### src/common/wsn_pkg.sv
package wsn_pkg;

    // width of every numeric packet field
    localparam int WORD_W = 16;

    // width of the packet type code
    localparam int TYPE_W = 3;

    // packet kinds seen on the radio side
    typedef enum logic [TYPE_W-1:0] {
        PKT_HEARTBEAT = 3'd0,
        PKT_CH_ADV    = 3'd1,
        PKT_JOIN      = 3'd2,
        PKT_SCHED     = 3'd4,
        PKT_DATA      = 3'd5
    } pkt_type_e;

    // one framed packet, 115 bits
    // fields a packet kind does not use are don't-care
    // data packets carry payload in timeslot and e_threshold
    typedef struct packed {
        pkt_type_e           pkt_type;
        logic [WORD_W-1:0]   src_id;
        logic [WORD_W-1:0]   ch_id;
        logic [WORD_W-1:0]   hops;
        logic [WORD_W-1:0]   timeslot;
        logic [WORD_W-1:0]   e_min;
        logic [WORD_W-1:0]   e_max;
        // heartbeat only
        logic [WORD_W-1:0]   e_threshold;
    } wsn_pkt_t;

    // latched heartbeat state handed to the Q block
    typedef struct packed {
        logic [WORD_W-1:0]   e_min;
        logic [WORD_W-1:0]   e_max;
        logic [WORD_W-1:0]   hops_from_sink;
    } node_cfg_t;

endpackage

### src/verilog/pkt_rx_queue.sv
`timescale 1ns/1ps

module pkt_rx_queue #(
    parameter int RX_DEPTH       = 4,
    parameter int TX_CREDITS_MAX = 4
) (
    input  logic              clk,
    input  logic              nrst,
    input  logic              rx_valid,
    input  wsn_pkg::wsn_pkt_t rx_pkt,
    output logic              rx_credit,
    input  logic              tx_credit,
    output logic              tx_valid,
    output wsn_pkg::wsn_pkt_t tx_pkt,
    output logic              disp_valid,
    output wsn_pkg::wsn_pkt_t disp_pkt
);
    import wsn_pkg::*;

    localparam int PTR_W = (RX_DEPTH > 1) ? $clog2(RX_DEPTH) : 1;
    localparam int CNT_W = $clog2(RX_DEPTH + 1);
    localparam int TXC_W = $clog2(TX_CREDITS_MAX + 1);

    wsn_pkt_t             mem [RX_DEPTH];
    logic [PTR_W-1:0]     wr_ptr;
    logic [PTR_W-1:0]     rd_ptr;
    logic [CNT_W-1:0]     count;
    logic [TXC_W-1:0]     tx_cnt;

    wsn_pkt_t             head;
    logic                 head_is_data;
    logic                 pop;
    logic                 send;

    // head may leave unless it is data and no tx credit is left
    assign head         = mem[rd_ptr];
    assign head_is_data = (head.pkt_type == PKT_DATA);
    assign pop          = (count != '0) && (!head_is_data || (tx_cnt != '0));
    assign send         = pop && head_is_data;

    // storage, no reset
    always_ff @(posedge clk) begin
        if (rx_valid) begin
            mem[wr_ptr] <= rx_pkt;
        end
    end

    // pointers and occupancy
    always_ff @(posedge clk) begin
        if (!nrst) begin
            wr_ptr <= '0;
            rd_ptr <= '0;
            count  <= '0;
        end else begin
            if (rx_valid) begin
                wr_ptr <= (wr_ptr == PTR_W'(RX_DEPTH - 1)) ? '0 : wr_ptr + 1'b1;
            end
            if (pop) begin
                rd_ptr <= (rd_ptr == PTR_W'(RX_DEPTH - 1)) ? '0 : rd_ptr + 1'b1;
            end
            case ({rx_valid, pop})
                2'b10:   count <= count + 1'b1;
                2'b01:   count <= count - 1'b1;
                default: count <= count;
            endcase
        end
    end

    // tx credits, a return and a send in one cycle cancel out
    always_ff @(posedge clk) begin
        if (!nrst) begin
            tx_cnt <= TXC_W'(TX_CREDITS_MAX);
        end else begin
            case ({tx_credit, send})
                2'b10:   tx_cnt <= tx_cnt + 1'b1;
                2'b01:   tx_cnt <= tx_cnt - 1'b1;
                default: tx_cnt <= tx_cnt;
            endcase
        end
    end

    // strobes registered at the pop edge
    // joins pop silently, data also goes to node_info to end the round
    always_ff @(posedge clk) begin
        if (!nrst) begin
            rx_credit  <= 1'b0;
            tx_valid   <= 1'b0;
            disp_valid <= 1'b0;
        end else begin
            rx_credit  <= pop;
            tx_valid   <= send;
            disp_valid <= pop && (head.pkt_type != PKT_JOIN);
        end
    end

    always_ff @(posedge clk) begin
        if (send) begin
            tx_pkt <= head;
        end
        if (pop) begin
            disp_pkt <= head;
        end
    end

    // sender must hold a credit, so the FIFO is never full on push
    a_no_push_full: assert property (
        @(posedge clk) disable iff (!nrst)
        rx_valid |-> (count != CNT_W'(RX_DEPTH))
    );

    // forwarded beat only when a credit was there to spend
    a_tx_has_credit: assert property (
        @(posedge clk) disable iff (!nrst)
        tx_valid |-> ($past(tx_cnt) != '0)
    );

    // next hop never returns more than it was given
    a_tx_credit_max: assert property (
        @(posedge clk) disable iff (!nrst)
        tx_cnt <= TXC_W'(TX_CREDITS_MAX)
    );

endmodule

### src/node_info/node_info.sv
`timescale 1ns/1ps

module node_info #(
    parameter logic [wsn_pkg::WORD_W-1:0] NODE_ID = 16'h000C
) (
    input  logic                         clk,
    input  logic                         nrst,
    input  logic                         disp_valid,
    input  wsn_pkg::wsn_pkt_t            disp_pkt,
    input  logic [wsn_pkg::WORD_W-1:0]   energy,
    output wsn_pkg::node_cfg_t           cfg,
    output logic [wsn_pkg::WORD_W-1:0]   hops_from_sink,
    output logic [wsn_pkg::WORD_W-1:0]   timeslot,
    output logic                         role,
    output logic                         low_energy
);
    import wsn_pkg::*;

    logic                 hb_lock;
    logic [WORD_W-1:0]    e_min_r;
    logic [WORD_W-1:0]    e_max_r;
    logic [WORD_W-1:0]    e_threshold_r;

    logic                 is_hb;
    logic                 is_ch_adv;
    logic                 is_sched;
    logic                 is_data;
    logic                 hb_load;

    // decode of the dispatched packet
    assign is_hb     = disp_valid && (disp_pkt.pkt_type == PKT_HEARTBEAT);
    assign is_ch_adv = disp_valid && (disp_pkt.pkt_type == PKT_CH_ADV);
    assign is_sched  = disp_valid && (disp_pkt.pkt_type == PKT_SCHED);
    assign is_data   = disp_valid && (disp_pkt.pkt_type == PKT_DATA);

    // only the first heartbeat of a round is taken
    assign hb_load = is_hb && !hb_lock;

    // heartbeat lock, released when data shows the round has moved on
    always_ff @(posedge clk) begin
        if (!nrst) begin
            hb_lock <= 1'b0;
        end else if (hb_load) begin
            hb_lock <= 1'b1;
        end else if (is_data) begin
            hb_lock <= 1'b0;
        end
    end

    // heartbeat fields
    // threshold comes from its own field
    always_ff @(posedge clk) begin
        if (!nrst) begin
            hops_from_sink <= '0;
            e_min_r        <= '0;
            e_max_r        <= '0;
            e_threshold_r  <= '0;
        end else if (hb_load) begin
            hops_from_sink <= disp_pkt.hops;
            e_min_r        <= disp_pkt.e_min;
            e_max_r        <= disp_pkt.e_max;
            e_threshold_r  <= disp_pkt.e_threshold;
        end
    end

    // cluster head if the advertisement names this node
    always_ff @(posedge clk) begin
        if (!nrst) begin
            role <= 1'b0;
        end else if (is_ch_adv) begin
            role <= (disp_pkt.ch_id == NODE_ID);
        end
    end

    // TDMA slot from the schedule
    always_ff @(posedge clk) begin
        if (!nrst) begin
            timeslot <= '0;
        end else if (is_sched) begin
            timeslot <= disp_pkt.timeslot;
        end
    end

    // battery check, one cycle behind energy
    always_ff @(posedge clk) begin
        if (!nrst) begin
            low_energy <= 1'b0;
        end else begin
            low_energy <= (energy < e_threshold_r);
        end
    end

    // latched window and hops for the Q block
    assign cfg = '{
        e_min:          e_min_r,
        e_max:          e_max_r,
        hops_from_sink: hops_from_sink
    };

    // role only moves right after a CH_ADV was dispatched
    a_role_from_ch_adv: assert property (
        @(posedge clk) disable iff (!nrst)
        $changed(role) |-> $past(is_ch_adv)
    );

endmodule

### src/q_learning/q_value_calc.sv
`timescale 1ns/1ps

module q_value_calc #(
    parameter int ALPHA_SHIFT = 2,
    parameter int HOP_SHIFT   = 4
) (
    input  logic                         clk,
    input  logic                         nrst,
    input  wsn_pkg::node_cfg_t           cfg,
    input  logic [wsn_pkg::WORD_W-1:0]   energy,
    output logic [wsn_pkg::WORD_W-1:0]   q_value
);
    import wsn_pkg::*;

    localparam int PEN_W = WORD_W + HOP_SHIFT;

    logic [WORD_W-1:0]         e_hi;
    logic [WORD_W-1:0]         e_clamp;
    logic [WORD_W-1:0]         reward;
    logic [WORD_W-1:0]         win_span;
    logic [PEN_W-1:0]          penalty;
    logic [WORD_W-1:0]         target;
    logic signed [WORD_W:0]    diff;
    logic signed [WORD_W:0]    step;
    logic signed [WORD_W:0]    q_sum;
    logic [WORD_W-1:0]         q_next;

    // clamp energy into [e_min, e_max]
    // an inverted window collapses to e_min
    assign e_hi    = (energy > cfg.e_max) ? cfg.e_max : energy;
    assign e_clamp = (e_hi < cfg.e_min) ? cfg.e_min : e_hi;
    assign reward  = e_clamp - cfg.e_min;

    // width of the latched window, zero if inverted
    assign win_span = (cfg.e_max > cfg.e_min) ? cfg.e_max - cfg.e_min : '0;

    // hop penalty, saturate the target at zero
    assign penalty = {cfg.hops_from_sink, {HOP_SHIFT{1'b0}}};
    assign target  = (PEN_W'(reward) > penalty) ? reward - WORD_W'(penalty) : '0;

    // move a fraction 1/2^ALPHA_SHIFT of the way to the target
    assign diff  = $signed({1'b0, target}) - $signed({1'b0, q_value});
    assign step  = diff >>> ALPHA_SHIFT;
    assign q_sum = $signed({1'b0, q_value}) + step;

    // result lies between q_value and target, so the sign bit is clear
    assign q_next = q_sum[WORD_W-1:0];

    always_ff @(posedge clk) begin
        if (!nrst) begin
            q_value <= '0;
        end else begin
            q_value <= q_next;
        end
    end

    // Q stays inside the window that was latched when it was computed
    a_q_in_window: assert property (
        @(posedge clk) disable iff (!nrst)
        q_value <= $past(win_span)
    );

endmodule

### src/verilog/wsn_node_top.sv
`timescale 1ns/1ps

module wsn_node_top #(
    parameter logic [wsn_pkg::WORD_W-1:0] NODE_ID = 16'h000C,
    parameter int RX_DEPTH       = 4,
    parameter int TX_CREDITS_MAX = 4,
    parameter int ALPHA_SHIFT    = 2,
    parameter int HOP_SHIFT      = 4
) (
    input  logic                         clk,
    input  logic                         nrst,
    // receive link from the radio side
    input  logic                         rx_valid,
    input  wsn_pkg::wsn_pkt_t            rx_pkt,
    output logic                         rx_credit,
    // transmit link to the next hop
    input  logic                         tx_credit,
    output logic                         tx_valid,
    output wsn_pkg::wsn_pkt_t            tx_pkt,
    input  logic [wsn_pkg::WORD_W-1:0]   energy,
    output logic [wsn_pkg::WORD_W-1:0]   hops_from_sink,
    output logic [wsn_pkg::WORD_W-1:0]   timeslot,
    output logic                         role,
    output logic                         low_energy,
    output logic [wsn_pkg::WORD_W-1:0]   q_value
);
    import wsn_pkg::*;

    logic        disp_valid;
    wsn_pkt_t    disp_pkt;
    node_cfg_t   cfg;

    pkt_rx_queue #(
        .RX_DEPTH       (RX_DEPTH),
        .TX_CREDITS_MAX (TX_CREDITS_MAX)
    ) rx_queue_i (
        .clk        (clk),
        .nrst       (nrst),
        .rx_valid   (rx_valid),
        .rx_pkt     (rx_pkt),
        .rx_credit  (rx_credit),
        .tx_credit  (tx_credit),
        .tx_valid   (tx_valid),
        .tx_pkt     (tx_pkt),
        .disp_valid (disp_valid),
        .disp_pkt   (disp_pkt)
    );

    node_info #(
        .NODE_ID (NODE_ID)
    ) node_info_i (
        .clk            (clk),
        .nrst           (nrst),
        .disp_valid     (disp_valid),
        .disp_pkt       (disp_pkt),
        .energy         (energy),
        .cfg            (cfg),
        .hops_from_sink (hops_from_sink),
        .timeslot       (timeslot),
        .role           (role),
        .low_energy     (low_energy)
    );

    q_value_calc #(
        .ALPHA_SHIFT (ALPHA_SHIFT),
        .HOP_SHIFT   (HOP_SHIFT)
    ) q_calc_i (
        .clk     (clk),
        .nrst    (nrst),
        .cfg     (cfg),
        .energy  (energy),
        .q_value (q_value)
    );

endmodule

### config.mk
export PLATFORM = sky130hd
export DESIGN_NAME = wsn_node_top
export DESIGN_NICKNAME = d
export VERILOG_FILES = /design/src/common/wsn_pkg.sv /design/src/verilog/pkt_rx_queue.sv /design/src/node_info/node_info.sv /design/src/q_learning/q_value_calc.sv /design/src/verilog/wsn_node_top.sv
export SDC_FILE = /design/constraint.sdc
export NUM_CORES = 1
export LEC_CHECK = 0
export BUFFER_PORTS_ARGS = -buffer_cell sky130_fd_sc_hd__buf_4
export CAP_MARGIN = 20
export CORE_ASPECT_RATIO = 1.5
export CORE_UTILIZATION = 40
export CTS_CLUSTER_SIZE = 10
export DETAILED_ROUTE_END_ITERATION = 12
export PLACE_DENSITY = 0.62
export SYNTH_ARGS = -nofsm -noshare
export SYNTH_HDL_FRONTEND = slang
export SYNTH_SLANG_ARGS = --single-unit
### constraint.sdc
create_clock -name clk -period 20.7 [get_ports clk]
set_input_delay 0 -clock clk [delete_from_list [all_inputs] [get_ports clk]]
set_output_delay 0 -clock clk [all_outputs]
set_load 0.005 [all_outputs]
Word level (Yosys, flattened, before mapping)
Memory sizes are Yosys's and may differ from the RTL's. A register that Yosys moved wholly into a read port is not among the register bits.
Index checks and enable logic that the tools add are counted.
{"block": "classes", "order_cmp": 4, "muxes": 13, "n_eq_ne": 12, "reduce_logical": 17, "n_addsub": 10}
{"operator": "2-to-1 mux 16 bit", "count": 3}
{"operator": "less-than comparator 16 bit", "count": 2}
{"operator": "subtractor 16 bit", "count": 2}
{"operator": "> comparator 16 x 20 -> 1 bit", "count": 1}
{"operator": "subtractor 16 x 16 -> 17 bit", "count": 1}
{"operator": "adder 16 x 15 -> 16 bit", "count": 1}
{"operator": "== test 16 x 4 -> 1 bit, second input constant", "count": 1}
{"operator": "> comparator 16 bit", "count": 1}
{"operator": "case mux 3 bit (2 select lines)", "count": 2}
{"operator": "== test 3 bit, second input constant", "count": 3}
{"operator": "== test 2 bit, second input constant", "count": 4}
{"operator": "logical AND 1 bit", "count": 8}
{"operator": "2-to-1 mux 2 bit", "count": 4}
{"operator": "adder 3 x 1 -> 3 bit, second input constant", "count": 2}
{"operator": "nonzero test 2 bit", "count": 3}
{"operator": "nonzero test 3 bit", "count": 2}
{"operator": "subtractor 3 x 1 -> 3 bit, second input constant", "count": 2}
{"operator": "adder 2 x 1 -> 2 bit, second input constant", "count": 2}
{"operator": "== test 2 x 1 -> 1 bit, second input constant", "count": 2}
{"operator": "2-to-1 mux 1 bit", "count": 4}
{"operator": "== test 3 x 1 -> 1 bit, second input constant", "count": 1}
{"operator": "logical NOT 3 bit", "count": 1}
{"operator": "!= test 3 x 2 -> 1 bit, second input constant", "count": 1}
{"operator": "logical NOT 1 bit", "count": 2}
{"operator": "logical OR 1 bit", "count": 1}
{"block": "totals", "memories": 1, "out_inout_bits": 167, "elab_cells": 88, "ramBits": 460, "reg_bits": 326, "inputBits": 135}
{"memory": "rx_queue_i.mem", "words": 4, "width": 115, "read_ports": 1, "rd_ports_with_merged_regs": 1, "wr": 1, "line": "pkt_rx_queue.sv:24", "text": "wsn_pkt_t mem [RX_DEPTH];"}

Longest topological paths before layout
Gate-level depths: netlist (run 1).
{"block": "logic_depth", "word_depth": 9, "depth_mapped": 58, "mapped_depth_nobuf": 54}

Cells and area by module
From an unflattened synthesis (run 1), not the netlist that was laid out.
{"block": "hier_totals", "hier_cells": 1880, "area_unflattened_um2": 32456.1}
{"module": "pkt_rx_queue", "cells_each": 907, "area_each_um2": 24173.2, "seq_area_each_um2": 21020.2, "n_inst": 1}
{"module": "q_value_calc", "cells_each": 537, "area_each_um2": 4214.0, "seq_area_each_um2": 320.3, "n_inst": 1}
{"module": "node_info", "cells_each": 436, "area_each_um2": 4068.9, "seq_area_each_um2": 1661.6, "n_inst": 1}

Worst setup path before layout (run 1)
Ideal clock, no wire load.
{"block": "synth_path", "kind": "register -> register", "startpoint": "register (tool-made name)", "endpoint": "register rx_queue_i.tx_cnt[2]", "n_path_buf": 1, "arrival_time_ns": 10.855, "setup_ns": 0.062, "t_required_ns": 20.638, "path_slack_ns": 9.784, "path_stages_with_launch": 13, "synth_period_minus_slack_ns": 10.916, "cell_sequence": "dfxtp_1 > clkbuf_1 > mux4_2 > nand2_1 > nor2_1 > a21oi_1 > and2_1 > ha_1 > inv_1 > fa_1 > xor2_1 > or3_1 > nand3_1"}
{"item": "to (signal assigned)", "line": "pkt_rx_queue.sv:72", "text": "tx_cnt <= TXC_W'(TX_CREDITS_MAX);"}
{"item": "to (signal assigned)", "line": "pkt_rx_queue.sv:75", "text": "2'b10: tx_cnt <= tx_cnt + 1'b1;"}
{"item": "to (signal assigned)", "line": "pkt_rx_queue.sv:76", "text": "2'b01: tx_cnt <= tx_cnt - 1'b1;"}
{"item": "to (decl)", "line": "pkt_rx_queue.sv:28", "text": "logic [TXC_W-1:0] tx_cnt;"}

Worst setup path after layout (run 1)
{"block": "layout_path", "startpoint": "register node_info_i.e_max_r[14]", "endpoint": "register q_calc_i.q_value[14] (netlist name)"}
{"block": "layout_between", "elab_chain_len": 9, "elab_cells_between_ends": 10, "classes_between": "4 x add/sub; 3 x order compare; 3 x mux"}
{"item": "from (decl)", "line": "node_info.sv:21", "text": "logic [WORD_W-1:0] e_max_r;"}
{"item": "from (signal assigned)", "line": "node_info.sv:61", "text": "e_max_r <= disp_pkt.e_max;"}
{"item": "> comparator 16 bit", "line": "q_value_calc.sv:30", "text": "assign e_hi = (energy > cfg.e_max) ? cfg.e_max : energy;"}
{"item": "2-to-1 mux 16 bit *", "line": "q_value_calc.sv:30"}
{"item": "less-than comparator 16 bit", "line": "q_value_calc.sv:31", "text": "assign e_clamp = (e_hi < cfg.e_min) ? cfg.e_min : e_hi;"}
{"item": "2-to-1 mux 16 bit *", "line": "q_value_calc.sv:31"}
{"item": "subtractor 16 bit *", "line": "q_value_calc.sv:32", "text": "assign reward = e_clamp - cfg.e_min;"}
{"item": "subtractor 16 bit / > comparator 16 x 20 -> 1 bit (equally long branches)", "line": "q_value_calc.sv:39", "text": "assign target = (PEN_W'(reward) > penalty) ? reward - WORD_W'(penalty) : '0;"}
{"item": "2-to-1 mux 16 bit *", "line": "q_value_calc.sv:39"}
{"item": "subtractor 16 x 16 -> 17 bit *", "line": "q_value_calc.sv:42", "text": "assign diff = $signed({1'b0, target}) - $signed({1'b0, q_value});"}
{"item": "adder 16 x 15 -> 16 bit *", "line": "q_value_calc.sv:44", "text": "assign q_sum = $signed({1'b0, q_value}) + step;"}
{"item": "to (signal assigned)", "line": "q_value_calc.sv:53", "text": "q_value <= q_next;"}
{"item": "to (signal assigned)", "line": "q_value_calc.sv:60", "text": "q_value <= $past(win_span)"}
{"item": "to (decl)", "line": "q_value_calc.sv:11", "text": "output logic [wsn_pkg::WORD_W-1:0] q_value"}
Mark *: on every way between the ends. The rest lies on a longest branch, timed or not.
A chain may end at the register's enable or synchronous reset.

==> results.sh, run 1 <==
export IMPL_status="completed"
export IMPL_post_dp_hpwl_mm=51.3
export IMPL_syn_avg_cell_area_um2=16.3
export IMPL_vias=17800
export IMPL_finalPower_w=0.00696
export IMPL_syn_nets=2175
export IMPL_htreeDepth=3
export IMPL_worst_pin_slew_ns=0.975
export IMPL_synth_cells=1923
export IMPL_crit_path_frequent_cell="ha_1"
export IMPL_num_rows=125
export IMPL_die_area_um2=79600
export IMPL_finalWirelength_mm=78.2
export IMPL_synth_top_cell_by_area="edfxtp_1"
export IMPL_path_buf_inv=1
export IMPL_drtAntennaViolNets=0
export IMPL_io_pin_count=302
export IMPL_cts_tree="yes"
export IMPL_grt_pass1_vias=18900
export IMPL_async_flop_share_pct=0
export IMPL_die_h_um=345
export IMPL_cp_max_fo=30
export IMPL_setup_viol=0
export IMPL_ys_seq_area_share_pct=71.8
export IMPL_crit_family="compound AO/OA/AOI/OAI gates"
export IMPL_cts_sinks=788
export IMPL_netlist_area_um2=31400
export IMPL_place_congestion=0.903
export IMPL_cts_repair_resized=0
export IMPL_grt_overflow=0
export IMPL_yosysWarnings=0
export IMPL_slew_headroom_pct=33.3
export IMPL_drive_gt1_share_pct=23.8
export IMPL_clk_pin_slew_ns=0.06
export IMPL_area_growth_pct=23.1
export IMPL_rsz0062_at_grt="false"
export IMPL_cp_slowest_cell="nand2_1"
export IMPL_slowest_delay_ns=0.62
export IMPL_yosysMostFrequentCell="edfxtp_1"
export IMPL_grt_use_total_pct=19.6
export IMPL_grt_max_degree=65
export IMPL_critPathKind="flop to flop"
export IMPL_cp_required_ns=21.24
export IMPL_clk_latency_ns=0.66
export IMPL_ys_flop_type="edfxtp_1"
export IMPL_synth_commonest_cells="edfxtp_1 (674), nand2_1 (221), a21oi_1 (132)"
export IMPL_clockRootBuffer="clkbuf_16"
export IMPL_period_needed_ns=12.54
export IMPL_max_freq_ghz=0.0797
export IMPL_portBuffers=301
export IMPL_core_area_um2=77600
export IMPL_finalHoldViolCount=0
export IMPL_p_per_area_nw_per_um2=180
export IMPL_first_pass_iters=5
export IMPL_grt_antenna_before_repair=3
export IMPL_ir_drop_mv=0.195
export IMPL_skew_ns=0.0419
export IMPL_slew_violations=0
export IMPL_grt_pass1_wl_mm=116
export IMPL_viasPerCell=5.15
export IMPL_crit_path_start_kind="flop"
export IMPL_cts_made_buffers=89
export IMPL_nets=2634
export IMPL_critical_path_endpoint_type="flop"
export IMPL_drcViolationCount=0
export IMPL_clockBufferDepth=3
export IMPL_fin_tns_setup_ns=0
export IMPL_drt_iter0_drc=987
export IMPL_synth_top_area_share_pct=64.5
export IMPL_synth_cell_types=64
export IMPL_p_leak_nw=13.6
export IMPL_synth_edff_count=674
export IMPL_cap_viol_max_count=0
export IMPL_critical_path_arrival_ns=13.08
export IMPL_period_share_pct=60.6
export IMPL_postCtsSetupRepairBufs=0
export IMPL_hp_class="input pin to flop"
export IMPL_wl_per_cell_um=22.6
export IMPL_die_w_um=231
export IMPL_start_util_pct=40.4
export IMPL_ys_ff_latch=788
export IMPL_synth_area_leaders="edfxtp_1 (65%), mux4_2 (8.3%), dfxtp_1 (7.3%), ha_1 (4.5%), nand2_1 (2.6%)"
## layout make-up
class / instances / area [µm²]
fillers: 6608 / 39000
flip-flops and latches: 788 / 22500
multi-input cells: 956 / 8120
repair buffers: 446 / 3680
clock buffers: 144 / 2470
well taps: 1016 / 1270
inverters: 101 / 380
clock inverters: 7 / 160
diodes: 1 / 2.50
## layout by cell type, fill, tap and decap left out, types with 6 or more instances in the layout
cell type and instances:
a211oi_1 6, a21o_1 23, a21oi_1 131, and2_1 7, buf_4 322, clkbuf_1 52
clkbuf_16 90, dfxtp_1 112, dlygate4sd3_1 123, edfxtp_1 674, ha_1 112, inv_1 100
mux2_2 9, mux2_4 9, mux2i_1 7, mux4_2 115, nand2_1 220, nand2b_1 8
nand3_1 12, nand4_1 12, nor2_1 62, nor2b_1 14, nor3_1 25, nor4_1 7
o21a_1 7, o21ai_0 45, or3_1 6, xnor2_1 24, xor2_1 20
## worst register-to-register path: cells and delay by family, from the launching register on
family | cells | cell delay (ns)
AO/OA/AOI/OAI | 23 | 5.64
XOR/XNOR | 3 | 0.40
adder cells (fa/ha/maj) | 7 | 2.29
buffers and inverters | 1 | 0.05
flip-flops | 1 | 0.32
multiplexers | 1 | 0.42
AND/OR/NAND/NOR | 13 | 3.29
## routing by layer
layer / part of all wire (%) / wire length [µm] / global-route usage [%] / up-vias
li1: - / - / - / 8196
met1: 39 / 30500 / 22.5 / 9014
met2: 52 / 40700 / 35.4 / 475
met3: 5.5 / 4290 / 4.40 / 135
met4: 3.4 / 2630 / 7.53 / 4
met5: 0.028 / 22 / 0 / -
## stage by stage
step | worst slack [ns] | area [µm²] | hold WS, ns | std cells | utilization [%]
final | 8.16 | 38600 | 0.0900 | 3459 | 49.8
after global routing | 7.15 | 38600 | 0.0662 | 3459 | 49.8
after CTS | 8.19 | 38600 | 0.0356 | 3457 | 49.7
after detailed placement | 8.22 | 34700 | 0.202 | 3183 | 44.8
after global placement | 8.35 | 34700 | 0.198 | 3183 | 44.8
after floorplan | 9.78 | 31400 | 0.0718 | 1923 | -
## state kept, by name (all words and copies together), names as in the netlist, named ones only
| register | count |
|---|---|
| rx_queue_i.mem | 460 |
| rx_queue_i.tx_pkt | 115 |
| rx_queue_i.disp_pkt | 99 |
| node_info_i.e_max_r | 16 |
| node_info_i.e_min_r | 16 |
| node_info_i.e_threshold_r | 16 |
| node_info_i.hops_from_sink | 16 |
| node_info_i.timeslot | 16 |
| q_calc_i.q_value | 16 |
| rx_queue_i.count | 3 |
| rx_queue_i.tx_cnt | 3 |
| rx_queue_i.rd_ptr | 2 |
| rx_queue_i.wr_ptr | 2 |
| node_info_i.hb_lock | 1 |
| node_info_i.low_energy | 1 |
| node_info_i.role | 1 |
| rx_queue_i.disp_valid | 1 |
| rx_queue_i.rx_credit | 1 |
| rx_queue_i.tx_valid | 1 |
## worst paths after layout
kind	depth (start not counted)	from	to	slack (ns)
worst max-delay path	48	node_info_i.e_max_r[14]	q_calc_i.q_value[14]	8.16
worst min-delay path	2	rx_pkt[110]	rx_queue_i.mem[2][110]	0.09
worst max register to register	48	node_info_i.e_max_r[14]	q_calc_i.q_value[14]	8.16
worst min register to register	2	node_info_i.e_max_r[5]	node_info_i.e_max_r[5]	0.46
## cell families after synthesis
family / count (synthesis) / synth area share (%)
adder cells (fa/ha/maj): 117 / 4.79
flip-flops: 788 / 71.8
AO/OA/AOI/OAI: 260 / 4.99
AND/OR/NAND/NOR: 395 / 5.56
XOR/XNOR: 44 / 1.23
multiplexers: 140 / 9.24
buffers and inverters: 179 / 2.39
## power breakdown
group | total [W] | internal (W) | switching, W
logic | 0.00332 | 0.00144 | 0.00188
registers | 0.00220 | 0.00207 | 0.000127
clock network | 0.00144 | 0.000822 | 0.000620
## what timing repair did
item	in CTS	in global routing
endpoints found under the hold margin	548	0
hold buffers	123	0
setup endpoints to repair	0	0
Power figures use the tool's default switching activity.
==> inputs of run 2 (changes only) <==
- clock period: 20.7 -> 12.4 ns (I/O delays scaled with it)
==> run 2 against run 1 <==
Setup slack got worse by 7.4 ns. Combinational power is 68% higher. Core utilization up 0.092 points. Clock skew fell by 0.0017 ns. Sequential power up 66%. First-iteration DRC count shrank 11%. Clock power is 67% higher. Critical path type unchanged. Highest routed layer unchanged.
==> results.sh, run 2 (synthesis results as in run 1) <==
export IMPL_multi_input_area_um2=8140
export IMPL_reg2reg_slack_ns=0.81
export IMPL_fill_cells=6574
export IMPL_cts_sinks=788
export IMPL_viasPerCell=5.16
export IMPL_worst_pin_slew_ns=1.07
export IMPL_status="completed"
export IMPL_first_pass_iters=5
export IMPL_place_congestion=0.904
export IMPL_nets=2639
export IMPL_netSwitchingPower_w=0.00439
export IMPL_clk_pin_slew_ns=0.06
export IMPL_clockRootBuffer="clkbuf_16"
export IMPL_core_area_um2=77600
export IMPL_slowest_delay_ns=0.55
export IMPL_drive_gt1_share_pct=24.2
export IMPL_largest_register="rx_queue_i.mem"
export IMPL_grt_overflow=0
export IMPL_layout_commonest_cell="edfxtp_1"
export IMPL_r2r_start="node_info_i.e_max_r[7]"
export IMPL_finalWirelength_mm=77.4
export IMPL_setup_viol=0
export IMPL_die_w_um=231
export IMPL_layoutNonFillerInstCount=3458
export IMPL_grt_max_degree=101
export IMPL_critical_path_endpoint_type="flop"
export IMPL_timing_hold_worst_endpoint="rx_queue_i.mem[3][102]"
export IMPL_wl_per_cell_um=22.4
export IMPL_post_dp_hpwl_mm=50.6
export IMPL_hp_class="input pin to flop"
export IMPL_p_clk_share_pct=20.7
export IMPL_r2r_end="q_calc_i.q_value[15]"
export IMPL_p_per_area_nw_per_um2=301
export IMPL_combPwrFrac_pct=48.0
export IMPL_slew_headroom_pct=28.7
export IMPL_cts_tree="yes"
export IMPL_regArea_um2=22500
export IMPL_ir_drop_mv=0.340
export IMPL_slew_violations=0
export IMPL_fin_tns_setup_ns=0
export IMPL_clockBufferDepth=3
export IMPL_cp_slowest_cell="a2111oi_2"
export IMPL_io_pin_count=302
export IMPL_num_rows=125
export IMPL_drtAntennaViolNets=0
export IMPL_rr_worst_depth=53
export IMPL_skew_ns=0.0401
export IMPL_portBuffers=301
export IMPL_period_needed_ns=11.59
export IMPL_power_frac_seq_pct=31.4
export IMPL_switching_share_pct=37.7
export IMPL_final_util_pct=49.9
export IMPL_drt_iter0_drc=874
export IMPL_p_int_w=0.00726
export IMPL_cts_made_buffers=90
export IMPL_hp_start="rx_pkt[102]"
export IMPL_largestRegisters="rx_queue_i.mem: 460 flops, rx_queue_i.tx_pkt: 115 flops, rx_queue_i.disp_pkt: 99 flops"
export IMPL_grt_antenna_before_repair=4
export IMPL_die_h_um=345
export IMPL_finalHoldViolCount=0
export IMPL_largest_register_ffs=460
export IMPL_die_area_um2=79600
export IMPL_area_growth_pct=23.4
export IMPL_cp_required_ns=12.90
export IMPL_holdPathStages=2
export IMPL_crit_path_start_kind="flop"
export IMPL_final_cell_mix="edfxtp_1 (674), buf_4 (326), nand2_1 (219)"
export IMPL_grt_pass1_vias=19000
export IMPL_vias=17800
export IMPL_max_freq_ghz=0.0862
export IMPL_grt_pass1_wl_mm=114
export IMPL_start_util_pct=40.4
export IMPL_drcViolationCount=0
export IMPL_cp_max_fo=16
export IMPL_finalPower_w=0.0116
export IMPL_clk_latency_ns=0.67
export IMPL_hold_ws_ns=0.0733
export IMPL_critical_path_arrival_ns=12.10
export IMPL_period_share_pct=93.5
export IMPL_htreeDepth=3
export IMPL_cap_viol_max_count=0
export IMPL_place_inst=3183
export IMPL_critPathKind="flop to flop"
export IMPL_grt_use_total_pct=19.4
export IMPL_p_leak_nw=13.6
[run 2: changes by cell type in the layout (fill, tap and decap cells not counted), sizes merged]
| cell | previous run | this run |
|---|---|---|
| clkinv | 3 | 11 |
| clkbuf | 144 | 133 |
| inv | 105 | 101 |
| diode | 1 | 3 |
| buf | 323 | 327 |
[run 2: what timing repair did]
item,CTS,global route
resized for setup,0,7
hold endpoints to repair,513,0
hold buffers,123,0
endpoints found under the setup margin,0,8
setup buffers,0,5
[run 2: how the worst max path moves through the flow]
stage	startpoint	end	slack, ns	cells after the start
floorplan	flop	rx_queue_i.tx_cnt[2]	1.48	12
global placement	node_info_i.e_max_r[1]	q_calc_i.q_value[14]	0.48	48
detailed placement	node_info_i.e_max_r[1]	q_calc_i.q_value[15]	0.06	49
CTS	node_info_i.e_max_r[1]	q_calc_i.q_value[14]	0.006	48
global route	node_info_i.e_max_r[7]	q_calc_i.q_value[15]	-0.008	54
finish	node_info_i.e_max_r[7]	q_calc_i.q_value[15]	0.81	53
[run 2: power by group through the flow]
| stage | Combinational [W] | Sequential, W | Clock (W) |
|---|---|---|---|
| floorplan | 0.00419 | 0.00365 | 0 |
| CTS | 0.00554 | 0.00367 | 0.00247 |
| global placement | 0.00536 | 0.00371 | 0 |
| global route | 0.00620 | 0.00370 | 0.00256 |
| detailed placement | 0.00548 | 0.00372 | 0 |
| finish | 0.00559 | 0.00365 | 0.00241 |
[run 2: per-stage QoR]
stage          worst slack, ns  cell area, µm²
4_1_cts                0.00577           38600
5_1_grt               -0.00759           38700
6_report                 0.805           38700
3_5_place_dp            0.0571           34700
2_1_floorplan             1.48           31400
3_3_place_gp             0.482           34700
[run 2: area by class of cell]
class                   instances  share of cell area (%)
diodes                          3                  0.0194
flip-flops and latches        788                    58.2
inverters                     101                   0.983
repair buffers                450                    9.56
well taps                    1016                    3.29
clock buffers                 133                    6.29
clock inverters                11                   0.576
multi-input cells             956                    21.0
[run 2: worst max-delay path, delay by kind of cell, from the launching register on]
| family | cells | cell delay, ns |
|---|---|---|
| buffers and inverters | 3 | 0.52 |
| DFF | 1 | 0.32 |
| xor gates and xnor gates | 3 | 0.43 |
| AOI/OAI and AO/OA | 27 | 5.98 |
| adders and majority gates | 6 | 1.91 |
| muxes | 2 | 0.56 |
| and+or+nand+nor | 12 | 1.75 |
[run 2: layer usage]
metal / share of wire, % / track usage [%] / vias up
li1: - / - / 8207
met1: 38 / 21.8 / 8967
met2: 53 / 35.7 / 506
met3: 5.5 / 4.26 / 152
met4: 3.2 / 7.53 / 2
met5: 0.013 / 0 / -
==> inputs of run 3 (changes only) <==
- CORE_ASPECT_RATIO: 1.5 -> 1.4
==> run 3 against run 2 <==
Fmax up 0.10%. Global-route usage barely moved. Critical path depth is 1 lower. Setup slack gained 0.012 ns. First-iteration DRC count rose by 18%. Clock power is essentially flat. Non-clock buffer count grew 3. Critical endpoint is now q_calc_i.q_value[14]. Largest cell class unchanged. Largest power group unchanged.
==> results.sh, run 3 (synthesis results as in run 1) <==
export IMPL_largest_register_ffs=460
export IMPL_regArea_um2=22500
export IMPL_worst_pin_slew_ns=1.02
export IMPL_htreeDepth=3
export IMPL_vias=17900
export IMPL_grt_overflow=0
export IMPL_die_w_um=239
export IMPL_crit_path_start_kind="flop"
export IMPL_slew_violations=0
export IMPL_slowest_delay_ns=0.54
export IMPL_fin_tns_setup_ns=0
export IMPL_slew_headroom_pct=31.7
export IMPL_p_int_w=0.00731
export IMPL_cts_made_buffers=90
export IMPL_drtAntennaViolNets=0
export IMPL_grt_max_degree=77
export IMPL_hp_class="input pin to flop"
export IMPL_p_leak_nw=13.6
export IMPL_cts_tree="yes"
export IMPL_cap_viol_max_count=0
export IMPL_clk_latency_ns=0.64
export IMPL_ir_drop_mv=0.420
export IMPL_core_area_um2=77700
export IMPL_grt_antenna_before_repair=9
export IMPL_drive_gt1_share_pct=24.1
export IMPL_grt_pass1_wl_mm=115
export IMPL_place_congestion=0.829
export IMPL_netSwitchingPower_w=0.00435
export IMPL_cp_max_fo=22
export IMPL_final_cell_mix="edfxtp_1 (674), buf_4 (328), nand2_1 (220)"
export IMPL_rsz0062_at_grt="false"
export IMPL_cts_sinks=788
export IMPL_fill_cells=6487
export IMPL_grt_pass1_vias=18900
export IMPL_max_freq_ghz=0.0863
export IMPL_nets=2642
export IMPL_period_share_pct=93.4
export IMPL_period_needed_ns=11.58
export IMPL_grt_use_total_pct=19.4
export IMPL_viasPerCell=5.11
export IMPL_clk_pin_slew_ns=0.06
export IMPL_start_util_pct=40.4
export IMPL_power_frac_seq_pct=31.2
export IMPL_critical_path_arrival_ns=12.12
export IMPL_crit_path_frequent_cell="o21ai_0"
export IMPL_drcViolationCount=0
export IMPL_die_area_um2=79500
export IMPL_drt_iter0_drc=1027
export IMPL_die_h_um=333
export IMPL_portBuffers=301
export IMPL_critPathKind="flop to flop"
export IMPL_critical_path_endpoint_type="flop"
export IMPL_cp_slowest_cell="a2111oi_1"
export IMPL_setup_viol=0
export IMPL_switching_share_pct=37.3
export IMPL_status="completed"
export IMPL_finalHoldViolCount=0
export IMPL_skew_ns=0.0247
export IMPL_multi_input_area_um2=8130
export IMPL_cp_required_ns=12.94
export IMPL_layout_commonest_cell="edfxtp_1"
export IMPL_hold_ws_ns=0.0982
export IMPL_largestRegisters="rx_queue_i.mem: 460 flops, rx_queue_i.tx_pkt: 115 flops, rx_queue_i.disp_pkt: 99 flops"
export IMPL_clockBufferDepth=3
export IMPL_first_pass_iters=5
export IMPL_post_dp_hpwl_mm=51.1
export IMPL_p_clk_share_pct=20.7
export IMPL_num_rows=121
export IMPL_combPwrFrac_pct=48.1
export IMPL_clockRootBuffer="clkbuf_16"
export IMPL_wl_per_cell_um=21.9
export IMPL_finalWirelength_mm=76.5
export IMPL_largest_register="rx_queue_i.mem"
export IMPL_p_per_area_nw_per_um2=301
export IMPL_area_growth_pct=23.5
export IMPL_io_pin_count=302
## run 3: timing repair
item                                   CTS  global route
hold buffers                           123             0
setup endpoints to repair                0             4
buffers inserted                         0             6
gates resized for setup                  0             2
endpoints found under the hold margin  540             0
## run 3: metal layers
| layer | track usage, % | up-vias | share of wire [%] |
|---|---|---|---|
| li1 | - | 8214 | - |
| met1 | 23.1 | 9012 | 40 |
| met2 | 33.6 | 483 | 51 |
| met3 | 4.25 | 146 | 5.5 |
| met4 | 8.63 | 10 | 3.7 |
| met5 | 0 | - | 0.072 |
## run 3: stage by stage
step	std cells	util [%]	setup slack, ns	area (µm²)	power, W
finish	3495	49.9	0.817	38700	0.0117
global route	3494	49.9	0.0392	38700	0.0125
CTS	3486	49.8	0.259	38700	0.0117
detailed placement	3214	44.8	0.272	34800	0.00921
global placement	3212	44.7	0.596	34800	0.00911
floorplan	1923	-	1.48	31400	0.00784
## run 3: path summary, 6_finish.rpt
check	startpoint	to	slack (ns)	depth (start not counted)
min reg2reg	node_info_i.e_max_r[12]	node_info_i.e_max_r[12]	0.45	2
max reg2reg	node_info_i.e_max_r[5]	q_calc_i.q_value[14]	0.82	52
min	rx_pkt[89]	rx_queue_i.mem[3][89]	0.1	2
max	node_info_i.e_max_r[5]	q_calc_i.q_value[14]	0.82	52
## run 3: worst max-delay path: cells and delay by family (launching register included)
family | cells | cell delay (ns)
DFF | 1 | 0.33
buffers and inverters | 2 | 0.35
muxes | 1 | 0.31
xor gates and xnor gates | 3 | 0.51
adders and majority gates | 6 | 2.03
and+or+nand+nor | 14 | 2.54
AOI/OAI and AO/OA | 26 | 5.38
## run 3: power by group through the flow
| stage | registers [W] | clock network (W) | logic, W |
|---|---|---|---|
| 2_1_floorplan | 0.00365 | 0 | 0.00419 |
| 3_3_place_gp | 0.00369 | 0 | 0.00542 |
| 3_5_place_dp | 0.00370 | 0 | 0.00551 |
| 4_1_cts | 0.00365 | 0.00248 | 0.00556 |
| 5_1_grt | 0.00368 | 0.00257 | 0.00622 |
| 6_report | 0.00364 | 0.00242 | 0.00561 |
## run 3: cell type report
class / count / share of cell area (%)
well taps: 1045 / 3.38
clock buffers: 141 / 6.42
repair buffers: 453 / 9.68
clock inverters: 8 / 0.362
multi-input cells: 956 / 21.0
inverters: 101 / 0.982
flip-flops and latches: 788 / 58.2
diodes: 3 / 0.0194
